File: src/fp2_pkg.sv
// ~~~~~~~~~~~~~~~~~~~~~~~~~~~~~~~~~~~~~~~~~~~~~~~
// Fp2 ALU shared definitions
// ~~~~~~~~~~~~~~~~~~~~~~~~~~~~~~~~~~~~~~~~~~~~~~~

package fp2_pkg;

  // Field element width and prime
  localparam int FE_BITS = 16;
  localparam logic [FE_BITS-1:0] FE_P = 16'd65521;

  // Pass-through tag width
  localparam int TAG_BITS = 8;

  // Step counter must hold the value FE_BITS
  localparam int STEP_BITS = $clog2(FE_BITS + 1);

  typedef enum logic [1:0] {
    OP_ADD = 2'd0,
    OP_SUB = 2'd1,
    OP_MUL = 2'd2
  } fp2_op_e;

  typedef enum logic [3:0] {
    S_IDLE,
    S_AS_RE,
    S_AS_IM,
    S_MUL0,
    S_MUL1,
    S_MUL2,
    S_MUL3,
    S_COMB_RE,
    S_COMB_IM,
    S_DONE
  } seq_state_e;

endpackage

File: src/fp2_alu_top.sv
// ~~~~~~~~~~~~~~~~~~~~~~~~~~~~~~~~~~~~~~~~~~~~~~~
// Fp2 arithmetic unit top
// ~~~~~~~~~~~~~~~~~~~~~~~~~~~~~~~~~~~~~~~~~~~~~~~
`timescale 1ns/100ps

module fp2_alu_top (
  input  logic                        i_clk,
  input  logic                        i_rst,
  input  logic                        i_valid,
  output logic                        o_ready,
  input  fp2_pkg::fp2_op_e            i_op,
  input  logic                        i_fp_mode,
  input  logic [fp2_pkg::FE_BITS-1:0]  i_a_re,
  input  logic [fp2_pkg::FE_BITS-1:0]  i_a_im,
  input  logic [fp2_pkg::FE_BITS-1:0]  i_b_re,
  input  logic [fp2_pkg::FE_BITS-1:0]  i_b_im,
  input  logic [fp2_pkg::TAG_BITS-1:0] i_tag,
  output logic                        o_valid,
  input  logic                        i_ready,
  output logic [fp2_pkg::FE_BITS-1:0]  o_re,
  output logic [fp2_pkg::FE_BITS-1:0]  o_im,
  output logic [fp2_pkg::TAG_BITS-1:0] o_tag
);
  import fp2_pkg::*;

  // Adder / subtractor link
  logic               as_valid, as_ready, as_sub, as_res_valid, as_res_ready;
  logic [FE_BITS-1:0] as_x, as_y, as_z;
  // Multiplier link
  logic               mul_valid, mul_ready, mul_res_valid, mul_res_ready;
  logic [FE_BITS-1:0] mul_x, mul_y, mul_z;

  fp2_sequencer fp2_sequencer_inst (
    .i_clk (i_clk), .i_rst (i_rst),
    .i_valid (i_valid), .o_ready (o_ready), .i_op (i_op), .i_fp_mode (i_fp_mode),
    .i_a_re (i_a_re), .i_a_im (i_a_im), .i_b_re (i_b_re), .i_b_im (i_b_im),
    .i_tag (i_tag),
    .o_valid (o_valid), .i_ready (i_ready), .o_re (o_re), .o_im (o_im), .o_tag (o_tag),
    .o_as_valid (as_valid), .i_as_ready (as_ready), .o_as_sub (as_sub),
    .o_as_x (as_x), .o_as_y (as_y),
    .i_as_res_valid (as_res_valid), .o_as_res_ready (as_res_ready), .i_as_z (as_z),
    .o_mul_valid (mul_valid), .i_mul_ready (mul_ready),
    .o_mul_x (mul_x), .o_mul_y (mul_y),
    .i_mul_res_valid (mul_res_valid), .o_mul_res_ready (mul_res_ready), .i_mul_z (mul_z)
  );

  fp_add_sub fp_add_sub_inst (
    .i_clk (i_clk), .i_rst (i_rst),
    .i_valid (as_valid), .o_ready (as_ready), .i_sub (as_sub),
    .i_x (as_x), .i_y (as_y),
    .o_valid (as_res_valid), .i_ready (as_res_ready), .o_z (as_z)
  );

  fp_mul_iter fp_mul_iter_inst (
    .i_clk (i_clk), .i_rst (i_rst),
    .i_valid (mul_valid), .o_ready (mul_ready),
    .i_x (mul_x), .i_y (mul_y),
    .o_valid (mul_res_valid), .i_ready (mul_res_ready), .o_z (mul_z)
  );

endmodule

File: src/fp2_sequencer.sv
// ~~~~~~~~~~~~~~~~~~~~~~~~~~~~~~~~~~~~~~~~~~~~~~~
// Fp2 operation sequencer
// ~~~~~~~~~~~~~~~~~~~~~~~~~~~~~~~~~~~~~~~~~~~~~~~
`timescale 1ns/100ps

module fp2_sequencer (
  input  logic                        i_clk,
  input  logic                        i_rst,
  // Operation in
  input  logic                        i_valid,
  output logic                        o_ready,
  input  fp2_pkg::fp2_op_e            i_op,
  input  logic                        i_fp_mode,
  input  logic [fp2_pkg::FE_BITS-1:0]  i_a_re,
  input  logic [fp2_pkg::FE_BITS-1:0]  i_a_im,
  input  logic [fp2_pkg::FE_BITS-1:0]  i_b_re,
  input  logic [fp2_pkg::FE_BITS-1:0]  i_b_im,
  input  logic [fp2_pkg::TAG_BITS-1:0] i_tag,
  // Result out
  output logic                        o_valid,
  input  logic                        i_ready,
  output logic [fp2_pkg::FE_BITS-1:0]  o_re,
  output logic [fp2_pkg::FE_BITS-1:0]  o_im,
  output logic [fp2_pkg::TAG_BITS-1:0] o_tag,
  // Fp adder / subtractor
  output logic                        o_as_valid,
  input  logic                        i_as_ready,
  output logic                        o_as_sub,
  output logic [fp2_pkg::FE_BITS-1:0]  o_as_x,
  output logic [fp2_pkg::FE_BITS-1:0]  o_as_y,
  input  logic                        i_as_res_valid,
  output logic                        o_as_res_ready,
  input  logic [fp2_pkg::FE_BITS-1:0]  i_as_z,
  // Fp multiplier
  output logic                        o_mul_valid,
  input  logic                        i_mul_ready,
  output logic [fp2_pkg::FE_BITS-1:0]  o_mul_x,
  output logic [fp2_pkg::FE_BITS-1:0]  o_mul_y,
  input  logic                        i_mul_res_valid,
  output logic                        o_mul_res_ready,
  input  logic [fp2_pkg::FE_BITS-1:0]  i_mul_z
);
  import fp2_pkg::*;

  seq_state_e         state;
  fp2_op_e            op_q;
  logic               fp_q;
  logic               issued;
  logic               use_as;
  logic               use_mul;
  logic               res_got;
  logic [FE_BITS-1:0] fe_z;
  logic [FE_BITS-1:0] a_re_q, a_im_q, b_re_q, b_im_q;
  // Products paired for the real and imaginary combine steps
  logic [FE_BITS-1:0] p_rr, p_ii, p_ri, p_ir;

  assign o_ready         = (state == S_IDLE);
  assign o_valid         = (state == S_DONE);
  assign o_as_valid      = use_as & ~issued;
  assign o_as_res_ready  = use_as & issued;
  assign o_mul_valid     = use_mul & ~issued;
  assign o_mul_res_ready = use_mul & issued;
  assign res_got = (o_as_res_ready & i_as_res_valid) | (o_mul_res_ready & i_mul_res_valid);
  assign fe_z    = use_as ? i_as_z : i_mul_z;

  // Operand select for the unit owned by the current state
  always_comb begin
    use_as   = 1'b0;
    use_mul  = 1'b0;
    o_as_sub = 1'b0;
    o_as_x   = '0;
    o_as_y   = '0;
    o_mul_x  = '0;
    o_mul_y  = '0;
    case (state)
      S_AS_RE:   begin use_as = 1'b1;  o_as_sub = (op_q == OP_SUB);
                   o_as_x = a_re_q;  o_as_y = b_re_q; end
      S_AS_IM:   begin use_as = 1'b1;  o_as_sub = (op_q == OP_SUB);
                   o_as_x = a_im_q;  o_as_y = b_im_q; end
      S_MUL0:    begin use_mul = 1'b1; o_mul_x = a_re_q; o_mul_y = b_re_q; end
      S_MUL1:    begin use_mul = 1'b1; o_mul_x = a_im_q; o_mul_y = b_im_q; end
      S_MUL2:    begin use_mul = 1'b1; o_mul_x = a_re_q; o_mul_y = b_im_q; end
      S_MUL3:    begin use_mul = 1'b1; o_mul_x = a_im_q; o_mul_y = b_re_q; end
      S_COMB_RE: begin use_as = 1'b1;  o_as_sub = 1'b1; o_as_x = p_rr; o_as_y = p_ii; end
      S_COMB_IM: begin use_as = 1'b1;  o_as_x = p_ri; o_as_y = p_ir; end
      default:   ;
    endcase
  end

  always_ff @(posedge i_clk) begin
    if (i_rst) begin
      state  <= S_IDLE;
      issued <= 1'b0;
    end else begin
      if ((o_as_valid && i_as_ready) || (o_mul_valid && i_mul_ready)) issued <= 1'b1;
      if (res_got) issued <= 1'b0;
      case (state)
        S_IDLE: if (i_valid) begin
          op_q   <= i_op;
          fp_q   <= i_fp_mode;
          a_re_q <= i_a_re;
          a_im_q <= i_a_im;
          b_re_q <= i_b_re;
          b_im_q <= i_b_im;
          o_tag  <= i_tag;
          // Stays zero in fp mode
          o_im   <= '0;
          state  <= (i_op == OP_MUL) ? S_MUL0 : S_AS_RE;
        end
        S_AS_RE: if (res_got) begin
          o_re  <= fe_z;
          state <= fp_q ? S_DONE : S_AS_IM;
        end
        S_AS_IM: if (res_got) begin
          o_im  <= fe_z;
          state <= S_DONE;
        end
        S_MUL0: if (res_got) begin
          p_rr  <= fe_z;
          o_re  <= fe_z;
          state <= fp_q ? S_DONE : S_MUL1;
        end
        S_MUL1: if (res_got) begin
          p_ii  <= fe_z;
          state <= S_MUL2;
        end
        S_MUL2: if (res_got) begin
          p_ri  <= fe_z;
          state <= S_MUL3;
        end
        S_MUL3: if (res_got) begin
          p_ir  <= fe_z;
          state <= S_COMB_RE;
        end
        S_COMB_RE: if (res_got) begin
          o_re  <= fe_z;
          state <= S_COMB_IM;
        end
        S_COMB_IM: if (res_got) begin
          o_im  <= fe_z;
          state <= S_DONE;
        end
        S_DONE: if (i_ready) state <= S_IDLE;
        default: state <= S_IDLE;
      endcase
    end
  end

endmodule

File: src/fp_add_sub.sv
// ~~~~~~~~~~~~~~~~~~~~~~~~~~~~~~~~~~~~~~~~~~~~~~~
// Fp modular adder / subtractor
// ~~~~~~~~~~~~~~~~~~~~~~~~~~~~~~~~~~~~~~~~~~~~~~~
`timescale 1ns/100ps

module fp_add_sub (
  input  logic                       i_clk,
  input  logic                       i_rst,
  input  logic                       i_valid,
  input  logic                       i_sub,
  input  logic [fp2_pkg::FE_BITS-1:0] i_x,
  input  logic [fp2_pkg::FE_BITS-1:0] i_y,
  output logic                       o_ready,
  output logic                       o_valid,
  output logic [fp2_pkg::FE_BITS-1:0] o_z,
  input  logic                       i_ready
);
  import fp2_pkg::*;

  logic [FE_BITS:0]   sum;
  logic [FE_BITS-1:0] z_next;

  // New request may enter while the current result drains
  assign o_ready = ~o_valid | i_ready;

  always_comb begin
    sum = {1'b0, i_x} + {1'b0, i_y};
    if (i_sub) begin
      // Borrow case wraps back into the field
      z_next = (i_x >= i_y) ? i_x - i_y : i_x + (FE_P - i_y);
    end else begin
      z_next = (sum >= {1'b0, FE_P}) ? FE_BITS'(sum - {1'b0, FE_P}) : sum[FE_BITS-1:0];
    end
  end

  always_ff @(posedge i_clk) begin
    if (i_rst) begin
      o_valid <= 1'b0;
    end else if (o_ready) begin
      o_valid <= i_valid;
    end
  end

  always_ff @(posedge i_clk) begin
    if (i_valid && o_ready) begin
      o_z <= z_next;
    end
  end

endmodule

File: src/fp_mul_iter.sv
// ~~~~~~~~~~~~~~~~~~~~~~~~~~~~~~~~~~~~~~~~~~~~~~~
// Bit-serial Fp multiplier
// ~~~~~~~~~~~~~~~~~~~~~~~~~~~~~~~~~~~~~~~~~~~~~~~
`timescale 1ns/100ps

module fp_mul_iter (
  input  logic                       i_clk,
  input  logic                       i_rst,
  input  logic                       i_valid,
  input  logic [fp2_pkg::FE_BITS-1:0] i_x,
  input  logic [fp2_pkg::FE_BITS-1:0] i_y,
  output logic                       o_ready,
  output logic                       o_valid,
  output logic [fp2_pkg::FE_BITS-1:0] o_z,
  input  logic                       i_ready
);
  import fp2_pkg::*;

  logic                 busy;
  logic                 accept;
  logic                 step;
  logic                 cnt_done;
  logic [STEP_BITS-1:0] bit_idx;
  logic [FE_BITS-1:0]   x_q;
  logic [FE_BITS-1:0]   y_q;
  logic [FE_BITS-1:0]   acc;
  logic [FE_BITS-1:0]   acc_dbl;
  logic [FE_BITS-1:0]   acc_next;

  // Sum of two reduced values needs at most one correction
  function automatic logic [FE_BITS-1:0] mod_add(input logic [FE_BITS-1:0] a,
                                                 input logic [FE_BITS-1:0] b);
    logic [FE_BITS:0] s;
    s = {1'b0, a} + {1'b0, b};
    if (s >= {1'b0, FE_P}) begin
      s = s - {1'b0, FE_P};
    end
    return s[FE_BITS-1:0];
  endfunction

  assign o_ready  = ~busy & ~o_valid;
  assign accept   = i_valid & o_ready;
  assign step     = busy & ~cnt_done;
  assign acc_dbl  = mod_add(acc, acc);
  assign acc_next = y_q[bit_idx[$clog2(FE_BITS)-1:0]] ? mod_add(acc_dbl, x_q) : acc_dbl;
  assign o_z      = acc;

  mul_step_counter mul_step_counter_inst (
    .i_clk   (i_clk),
    .i_rst   (i_rst),
    .i_load  (accept),
    .i_step  (step),
    .o_index (bit_idx),
    .o_done  (cnt_done)
  );

  always_ff @(posedge i_clk) begin
    if (i_rst) begin
      busy    <= 1'b0;
      o_valid <= 1'b0;
    end else begin
      if (o_valid && i_ready) o_valid <= 1'b0;
      if (accept) begin
        busy <= 1'b1;
      end else if (cnt_done) begin
        // Accumulator now holds the product
        busy    <= 1'b0;
        o_valid <= 1'b1;
      end
    end
  end

  always_ff @(posedge i_clk) begin
    if (accept) begin
      x_q <= i_x;
      y_q <= i_y;
      acc <= '0;
    end else if (step) begin
      acc <= acc_next;
    end
  end

endmodule

File: src/mul_step_counter.sv
// ~~~~~~~~~~~~~~~~~~~~~~~~~~~~~~~~~~~~~~~~~~~~~~~
// Multiplier bit-step counter
// ~~~~~~~~~~~~~~~~~~~~~~~~~~~~~~~~~~~~~~~~~~~~~~~
`timescale 1ns/100ps

module mul_step_counter (
  input  logic                         i_clk,
  input  logic                         i_rst,
  input  logic                         i_load,
  input  logic                         i_step,
  output logic [fp2_pkg::STEP_BITS-1:0] o_index,
  output logic                         o_done
);
  import fp2_pkg::*;

  logic [STEP_BITS-1:0] count;

  // Bit under work, MSB first
  assign o_index = count - STEP_BITS'(1);

  always_ff @(posedge i_clk) begin
    if (i_rst) begin
      count  <= '0;
      o_done <= 1'b0;
    end else begin
      o_done <= 1'b0;
      if (i_load) begin
        count <= STEP_BITS'(FE_BITS);
      end else if (i_step && count != '0) begin
        count  <= count - STEP_BITS'(1);
        // Pulse together with the last decrement
        o_done <= (count == STEP_BITS'(1));
      end
    end
  end

endmodule

File: config.mk
export PLATFORM = sky130hd
export DESIGN_NAME = fp2_alu_top
export DESIGN_NICKNAME = d
export VERILOG_FILES = /design/src/fp2_pkg.sv /design/src/fp2_alu_top.sv /design/src/fp2_sequencer.sv /design/src/fp_add_sub.sv /design/src/fp_mul_iter.sv /design/src/mul_step_counter.sv
export SDC_FILE = /design/constraint.sdc
export NUM_CORES = 1
export LEC_CHECK = 0
export ABC_AREA = 1
export BUFFER_PORTS_ARGS = -buffer_cell sky130_fd_sc_hd__buf_2
export CORE_MARGIN = 3
export CORE_UTILIZATION = 35
export CTS_BUF_LIST = sky130_fd_sc_hd__clkbuf_16
export DETAILED_ROUTE_END_ITERATION = 8
export REMOVE_ABC_BUFFERS = 1
export SLEW_MARGIN = 20
export SYNTH_ARGS = -nofsm -noshare
export SYNTH_HDL_FRONTEND = slang
export SYNTH_HIERARCHICAL = 1
export SYNTH_SLANG_ARGS = --single-unit
File: constraint.sdc
create_clock -name i_clk -period 12.45 [get_ports i_clk]
set_input_delay 1.245 -clock i_clk [delete_from_list [all_inputs] [get_ports i_clk]]
set_output_delay 1.245 -clock i_clk [all_outputs]
set_load 0.02 [all_outputs]
# [Word-level counts from Yosys, hierarchy flattened]
# Index checks and enable logic that the tools add are counted.
[word_totals] regBits=249 inputBits=79 wordCells=148
[op_classes] addsub=10 magnitude_cmp=5 n_eq_ne=21 mux=39 bitwise=18 n_reduce_logical=30
[ops] cell="2-to-1 mux 16 bit" count=9
[ops] cell="one-hot mux 16 bit (4 select lines)" count=2
[ops] cell="one-hot mux 16 bit (2 select lines)" count=3
[ops] cell="adder 16 x 16 -> 17 bit" count=3
[ops] cell="greater-or-equal comparator 17 x 16 -> 1 bit, second input constant" count=3
[ops] cell="subtractor 16 bit, second input constant" count=3
[ops] cell="2-to-1 mux 4 bit" count=11
[ops] cell="one-hot mux 4 bit (9 select lines)" count=1
[ops] cell="AND reduction 3 bit" count=6
[ops] cell="adder 16 bit" count=1
[ops] cell="equality test 4 x 3 -> 1 bit, second input constant" count=4
[ops] cell="greater-or-equal comparator 16 bit" count=1
[ops] cell="inequality test 2 x 1 -> 1 bit, second input constant" count=8
[ops] cell="OR reduction 2 bit" count=8
[ops] cell="subtractor 16 bit" count=1
[ops] cell="subtractor 16 bit, first input constant" count=1
[ops] cell="2-to-1 mux 5 bit" count=2
[ops] cell="AND 1 bit" count=9
[ops] cell="AND reduction 9 bit" count=1
[ops] cell="equality test 4 x 2 -> 1 bit, second input constant" count=2
[ops] cell="equality test 4 bit, second input constant" count=2
[ops] cell="2-to-1 mux 1 bit" count=8
[ops] cell="OR reduction 4 bit" count=2
[ops] cell="inverter 1 bit" count=7
[ops] cell="other kinds (18)" count=25

# [Logic depth before layout (Yosys ltp)]
# Gate-level depths: netlist (run 1).
[logic_depth] word_depth=8 mapped_depth=31

# [Modules after synthesis]
# Netlist (run 1), hierarchy kept.
[modules_own_cells] module="fp2_sequencer" n_inst=1 cells_per_inst=577 area_per_inst_um2=7140.6 seq_area_each_um2=5235.0
[modules_own_cells] module="fp_add_sub" n_inst=1 cells_per_inst=706 area_per_inst_um2=4314.1 seq_area_each_um2=500.5
[modules_own_cells] module="fp_mul_iter" n_inst=1 cells_per_inst=599 area_per_inst_um2=4134.0 seq_area_each_um2=1321.3
[modules_own_cells] module="mul_step_counter" n_inst=1 cells_per_inst=50 area_per_inst_um2=349.1 seq_area_each_um2=120.1

# [Worst setup path after synthesis (run 1)]
# Ideal clock, no wire load.
[synth_timing] path_type="in2reg" from="input i_rst" to="register fp2_sequencer_inst.a_im_q[0] (enable)" arrival_ns=8.526 t_required_ns=11.756 slack_ns=3.230 path_stages=1 path_cell_list="nor4_1"
[synth_between] elab_chain_len=2
[synth_lines] element="start, declared" line_no="fp2_alu_top.sv:8" text="input logic i_rst,"
[synth_lines] element="inverter 1 bit (no line)"
[synth_lines] element="AND reduction 3 bit (no line)"
[synth_lines] element="end signal, assigned" line_no="fp2_sequencer.sv:102" text="a_im_q <= i_a_im;"
[synth_lines] element="end, declared" line_no="fp2_sequencer.sv:53" text="logic [FE_BITS-1:0] a_re_q, a_im_q, b_re_q, b_im_q;"
# Every way passes these cells.
# A chain may end at the register's enable or synchronous reset.

# [Worst setup path in the final report (run 1)]
[layout_timing] from="register fp2_sequencer_inst.state[1]" to="register fp_add_sub_inst/o_z[1] (netlist bit), data pin"
[layout_between] elab_chain_len=6
[layout_lines] element="start, declared" line_no="fp2_sequencer.sv:45" text="seq_state_e state;"
[layout_lines] element="start signal, assigned" line_no="fp2_sequencer.sv:108" text="state <= (i_op == OP_MUL) ? S_MUL0 : S_AS_RE;"
[layout_lines] element="start signal, assigned" line_no="fp2_sequencer.sv:112" text="state <= fp_q ? S_DONE : S_AS_IM;"
[layout_lines] element="start signal, assigned" line_no="fp2_sequencer.sv:121" text="state <= fp_q ? S_DONE : S_MUL1;"
[layout_lines] element="equality test 4 bit (tied with other cells)" line_no="fp2_sequencer.sv:75" text="case (state)"
[layout_lines] element="one-hot mux 16 bit (4 select lines) (*)" line_no="fp2_sequencer.sv:75"
[layout_lines] element="net as_x[10]" line_no="fp2_alu_top.sv:28" text="logic [FE_BITS-1:0] as_x, as_y, as_z;"
[layout_lines] element="adder 16 x 16 -> 17 bit" line_no="fp_add_sub.sv:27" text="sum = {1'b0, i_x} + {1'b0, i_y};"
[layout_lines] element="greater-or-equal comparator 17 x 16 -> 1 bit" line_no="fp_add_sub.sv:32" text="z_next = (sum >= {1'b0, FE_P}) ? FE_BITS'(sum - {1'b0, FE_P}) : sum[FE_BITS-1:0];"
[layout_lines] element="2-to-1 mux 16 bit" line_no="fp_add_sub.sv:32"
[layout_lines] element="2-to-1 mux 16 bit (*)" line_no="fp_add_sub.sv:28" text="if (i_sub) begin"
[layout_lines] element="net fp_add_sub_inst.z_next[1]" line_no="fp_add_sub.sv:21" text="logic [FE_BITS-1:0] z_next;"
[layout_lines] element="end signal, assigned" line_no="fp_add_sub.sv:46" text="o_z <= z_next;"
[layout_lines] element="end, declared" line_no="fp_add_sub.sv:15" text="output logic [fp2_pkg::FE_BITS-1:0] o_z,"
# Mark *: on every way through the listed nets, which the timed path passes. The rest lies on a longest branch.

==> results of run 1 <==
[area by class of cell]
class | count | area [µm²] | share of cell area [%]
repair buffers | 130 | 676 | 3.75
well taps | 592 | 741 | 4.11
clock inverters | 23 | 149 | 0.826
inverters | 291 | 1090 | 6.06
flip-flops and latches | 249 | 7180 | 39.8
multi-input cells | 1343 | 7460 | 41.4
clock buffers | 29 | 726 | 4.03
[worst min-delay path: cells and delay by family, from the launching register on]
family / cells / cell delay [ns]
DFF: 1 / 0.33
and+or+nand+nor: 2 / 0.12
[logic make-up after synthesis]
family	share of synthesized area [%]
buf+inv	8.46
compound gates	9.41
simple gates	26.8
flops	45.0
mux	0.251
fa+ha+maj	7.03
xor+xnor	3.01
[placed cells by master, fill, tap and decap left out, drive strengths merged]
cell type  synthesis  layout
a21o               8       8
nor4               3       3
o21ai             98      98
o21a               2       2
ha                80      80
dfxtp             30      30
nor2             158     158
o311ai             1       1
a21oi             80      80
xor2              49      49
a211oi             2       2
or2               19      19
mux2i              4       4
nand2            576     576
nor3              14      14
fa                 6       6
and2               6       6
nand3b            11      11
o21bai             7       7
o31ai              3       3
buf               28     130
o2111ai           33      33
o211ai             8       8
nand4             44      44
nand3            123     123
clkbuf            21      29
inv              287     298
clkinv             4      15
a21boi             1       1
edfxtp           219     219
bufinv             0       1
a31oi              2       2
xnor2              5       5
[layer usage]
layer  vias up  share of wire (%)  track usage (%)
met5         -                  0                0
met2       468                 46             32.4
met4         0                2.6             5.06
li1       6589                  -                -
met3        62                6.6             2.88
met1      6370                 45             27.0
[stage by stage]
stage               worst slack (ns)  std cells  area [µm²]
global route                    6.98       2657       18000
CTS                             7.43       2657       18000
finish                          7.44       2657       18000
global placement                7.23       2605       17100
floorplan                       3.23       1883       15700
detailed placement              7.47       2605       17100
[worst max-delay path by stage]
stage / start / to / slack, ns / cells after the start
3_5_place_dp: fp2_sequencer_inst/state[1] / fp_add_sub_inst/o_z[1] / 7.47 / 21
5_1_grt: fp_mul_iter_inst/o_z[0] / fp_mul_iter_inst/o_z[15] / 6.98 / 21
2_1_floorplan: i_rst / fp2_sequencer_inst/a_im_q[0] / 3.23 / 1
6_report: fp2_sequencer_inst/state[1] / fp_add_sub_inst/o_z[1] / 7.44 / 21
4_1_cts: fp2_sequencer_inst/state[1] / fp_add_sub_inst/o_z[1] / 7.43 / 21
3_3_place_gp: fp_mul_iter_inst/o_z[0] / fp_mul_iter_inst/o_z[15] / 7.23 / 22
==> flow_summary.ini, run 1 <==
[critical_path]
critPathMaxStageDelay_ns = 0.79
r2r_cells = 21
cpMostUsedCell = nand2_1
cp_slowest_cell = nor2_4
cp_data_arrival_time_ns = 5.31
endpoint_kind = flop
cp_cell_sequence = inv_2 -> nand2_1 -> nor2_4 -> nand2_1 -> o2111ai_1 -> inv_1 -> ha_1 -> inv_2 -> nand2_2 -> nor2_2 -> nand3_1 -> nand3_1 -> nand2_1 -> nand2_1 -> inv_1 -> nor2_1 -> nand3_4 -> nand3_4 -> nand2_1 -> nand3_1 -> nand2_1
required_ns = 12.75
path_delay_family = simple AND/OR/NAND/NOR gates
path_buf_inv = 4
r2r_start = fp2_sequencer_inst/state[1]
r2r_end = fp_add_sub_inst/o_z[1]
cp_max_fo = 35
path_class = flop to flop
rrSetupSlack_ns = 7.44
setup.worst_path.start_class = flop

[grt]
grt_pass1_wl_um = 73100
grt_max_degree = 76
gr-total-overflow = 0
grt_usage_pct = 19.6
grt_antenna_before_repair = 0
grt_pass1_vias = 12800

[yosys]
yosys_warnings = 6
async_flop_share_pct = 0
synth_area_per_cell_um2 = 8.25
synth_largest_area_cell = edfxtp_1
synth.most_common_cell = nand2_1
ys_seq_area_share_pct = 45.0
synth_top_area_share_pct = 41.3
synth_cell_types = 52
yosys-top-cells-count = 543 x nand2_1, 272 x inv_1, 219 x edfxtp_1
synth_edf_count = 219
synth_seq_cells = 249
synth_flop_cell = edfxtp_1
synthTopCellsByArea = edfxtp_1 41%, nand2_1 13%, inv_1 6.4%
postSynthCellCount = 1932
synthesis.area_um2 = 15900

[final_layout]
finalCoreUtilization_pct = 40.4
drive_gt1_share_pct = 13.5
area_growth_pct = 13.1
fill_cells = 4504
fin_nets = 2208
antenna_cells = 0

[clocking]
cts_setup_buffers = 0
htree_levels = 1
clk_latency_ns = 0.57
path_clk_slew_ns = 0.06
cts_tree = built
hold_buffers = 0
cts_root_buf = clkbuf_16
numCtsBuffers = 28
clk_path_buf_depth = 3
cts_sinks = 249
cts_resized = 0

[floorplan]
die_area_um2 = 48100
start_util_pct = 35.7
design.core.area_um2 = 44600
io-pin-count = 121
dieWidth_um = 219
die_h_um = 219
fp-row-count = 77

[routing]
drt-total-wl_um = 47600
wire_per_inst_um = 17.9
drtAntennaViolNets = 0
drtIter0Drc = 1091
drc = 0
dr.pass1.iters = 5
vias = 13500
vias_per_cell = 5.08

[placed_design]
io_buffers = 120
hpwl_um = 37300
gp_congestion = 0.984

[sta]
hold_viol = 0
slew_headroom_pct = 31.3
slew_viol_final = 0
holdWs_ns = 0.498
post-route-min-period_ns = 5.01
tightest_slew_ns = 1.03
period_share_pct = 40.2
grt_setup_unrepaired = false
fin_skew_ns = 0.0312
max_freq_mhz = 200
finalSetupTns_ns = 0
setup_viol = 0

[worst_hold_path]
min_path_cells = 2
hp-class = flop to flop
min_to = fp_mul_iter_inst/o_z[1]
min_from = fp_mul_iter_inst/o_z[1]

[outcome]
status = finished clean

[job]
max_cap_viol_count = 0
Power of run 1 is left out: the tool's default activity adds up to more than one toggle a clock period on the data nets, which glitch-free logic cannot reach.
==> run 2: changes to the inputs <==
ABC_AREA = 0   (was 1)
clock period = 4.4 ns   (was 12.45 ns; I/O delays follow)
==> flow_summary.ini, run 2 <==
[outcome]
status = finished, violations left
violations = setup timing

[yosys]
postSynthCellCount = 1358
synthesis.area_um2 = 14800
yosys_warnings = 6
synth_area_per_cell_um2 = 10.9

[clocking]
cts_sinks = 249
clk_path_buf_depth = 3
hold_buffers = 0
clk_latency_ns = 0.57
cts_root_buf = clkbuf_16
htree_levels = 1
path_clk_slew_ns = 0.06
cts_tree = built
numCtsBuffers = 29

[power_and_ir_drop]
peakVddDrop_v = 0.000408
leakagePower_nw = 8.03
power_density_nw_per_um2 = 829

[placed_design]
io_buffers = 120
gp_congestion = 0.915
place_area_um2 = 18000
place_inst = 2227
hpwl_um = 36300

[sta]
max_freq_mhz = 221
period_share_pct = 103
tightest_slew_ns = 1.13
setup_viol = 9
slew_viol_final = 0
grt_setup_unrepaired = true
slew_headroom_pct = 24.7
post-route-min-period_ns = 4.53
fin_skew_ns = 0.0137
setup_ws_ns = -0.126
hold_viol = 0

[floorplan]
die_area_um2 = 44900
design.core.area_um2 = 41400
dieWidth_um = 212
fp-row-count = 74
start_util_pct = 35.9
io-pin-count = 121
die_h_um = 212

[critical_path]
crit_start = fp2_sequencer_inst/state[0]
required_ns = 4.71
endpoint_kind = flop
path_class = flop to flop
cp_max_fo = 5
r2r_end = fp_add_sub_inst/o_z[9]
r2r_cells = 18
rrSetupSlack_ns = -0.13
cp_data_arrival_time_ns = 4.84
cpMostUsedCell = buf_6
cp_slowest_cell = or3_4
setup.worst_path.start_class = flop
critPathMaxStageDelay_ns = 0.40
cp_cell_sequence = buf_6 -> and4b_2 -> buf_6 -> buf_6 -> a22oi_2 -> o21ai_4 -> ha_4 -> or3_4 -> a2111o_1 -> and3_4 -> nor3_4 -> o2111ai_2 -> a211o_1 -> o41a_1 -> buf_6 -> o41ai_4 -> a31oi_2 -> xnor2_1
r2r_start = fp2_sequencer_inst/state[0]
crit_end = fp_add_sub_inst/o_z[9]

[routing]
drc = 0
drtIter0Drc = 1078
wire_per_inst_um = 21.1
drtAntennaViolNets = 0
vias_per_cell = 5.48
drt-total-wl_um = 49000
dr.pass1.iters = 6
vias = 12800

[final_layout]
final_cells = 2326
drive_gt1_share_pct = 40.2
fin_nets = 1936
fin_area_um2 = 20500
area_growth_pct = 38.2
antenna_cells = 0
final_common_cell = buf_4
final_cell_mix = 290 x buf_4, 219 x edfxtp_1, 120 x buf_2

[grt]
gr-total-overflow = 0
grt_pass1_vias = 12700
grt_pass1_wl_um = 73000
grt_max_degree = 76
grt_usage_pct = 20.9
grt_antenna_before_repair = 0

[worst_hold_path]
min_path_cells = 1
hp-class = input port to flop

[job]
max_cap_viol_count = 0
## run 2: through the flow
stage / setup slack, ns / utilization [%] / hold slack (ns) / total power [mW] / TNS, ns
floorplan: -1.58 / - / 0.449 / 8.82 / -20.96
global placement: -0.464 / 43.4 / 0.493 / 12.8 / -7.97
detailed placement: -0.509 / 43.4 / 0.506 / 12.9 / -9.15
CTS: -0.0778 / 47.8 / 0.0199 / 16.2 / -0.172
global route: -0.264 / 49.6 / 0.0240 / 18.1 / -2.33
finish: -0.126 / 49.6 / 0.0405 / 17.0 / -0.622
## run 2: timing repair
item,CTS,global route
setup endpoints to repair,32,32
pin swaps,39,59
resized for setup,152,131
gates cloned,1,1
buffers inserted,32,13
## run 2: power breakdown
| part | leakage, nW | switching [mW] | internal (mW) |
|---|---|---|---|
| Combinational | 5.29 | 5.96 | 5.22 |
| Clock | 0.476 | 1.02 | 1.39 |
| Sequential | 2.27 | 0.218 | 3.20 |
| Total | 8.03 | 7.19 | 9.81 |
## run 2: worst min path at each step
stage / from / endpoint / slack, ns
after global routing: i_b_im[15] / fp2_sequencer_inst/b_im_q[15] / 0.02
after floorplan: fp_mul_iter_inst/o_z[0] / fp_mul_iter_inst/o_z[0] / 0.45
after global placement: fp_mul_iter_inst/mul_step_counter_inst/o_done / fp_mul_iter_inst/o_valid / 0.49
final: i_a_im[6] / fp2_sequencer_inst/a_im_q[6] / 0.04
after detailed placement: fp_mul_iter_inst/mul_step_counter_inst/o_done / fp_mul_iter_inst/o_valid / 0.51
after CTS: i_a_re[12] / fp2_sequencer_inst/a_re_q[12] / 0.02
## run 2: worst max-delay path, delay by kind of cell, from the launching register on
kind | cells | cell delay (ns)
AO/OA/AOI/OAI | 8 | 1.91
AND/OR/NAND/NOR | 4 | 1.00
buffers and inverters | 4 | 0.56
flip-flops | 1 | 0.33
adder cells (fa/ha/maj) | 1 | 0.26
XOR/XNOR | 1 | 0.22
## run 2: per-layer routing
metal | share of wire, % | vias to the layer above | GRT usage, %
li1 | - | 5956 | -
met1 | 43 | 6309 | 27.8
met2 | 49 | 404 | 36.6
met3 | 5.0 | 83 | 1.81
met4 | 2.8 | 0 | 5.43
met5 | 0 | - | 0
## run 2: layout make-up
| class | count | area [µm²] |
|---|---|---|
| tap | 532 | 666 |
| clock buffer | 29 | 726 |
| inverter | 92 | 349 |
| sequential | 249 | 7180 |
| clock inverter | 25 | 234 |
| multi-input combinational | 955 | 8170 |
| timing repair buffer | 444 | 3190 |
| fill | 3628 | 20900 |
Power figures use the tool's default switching activity.
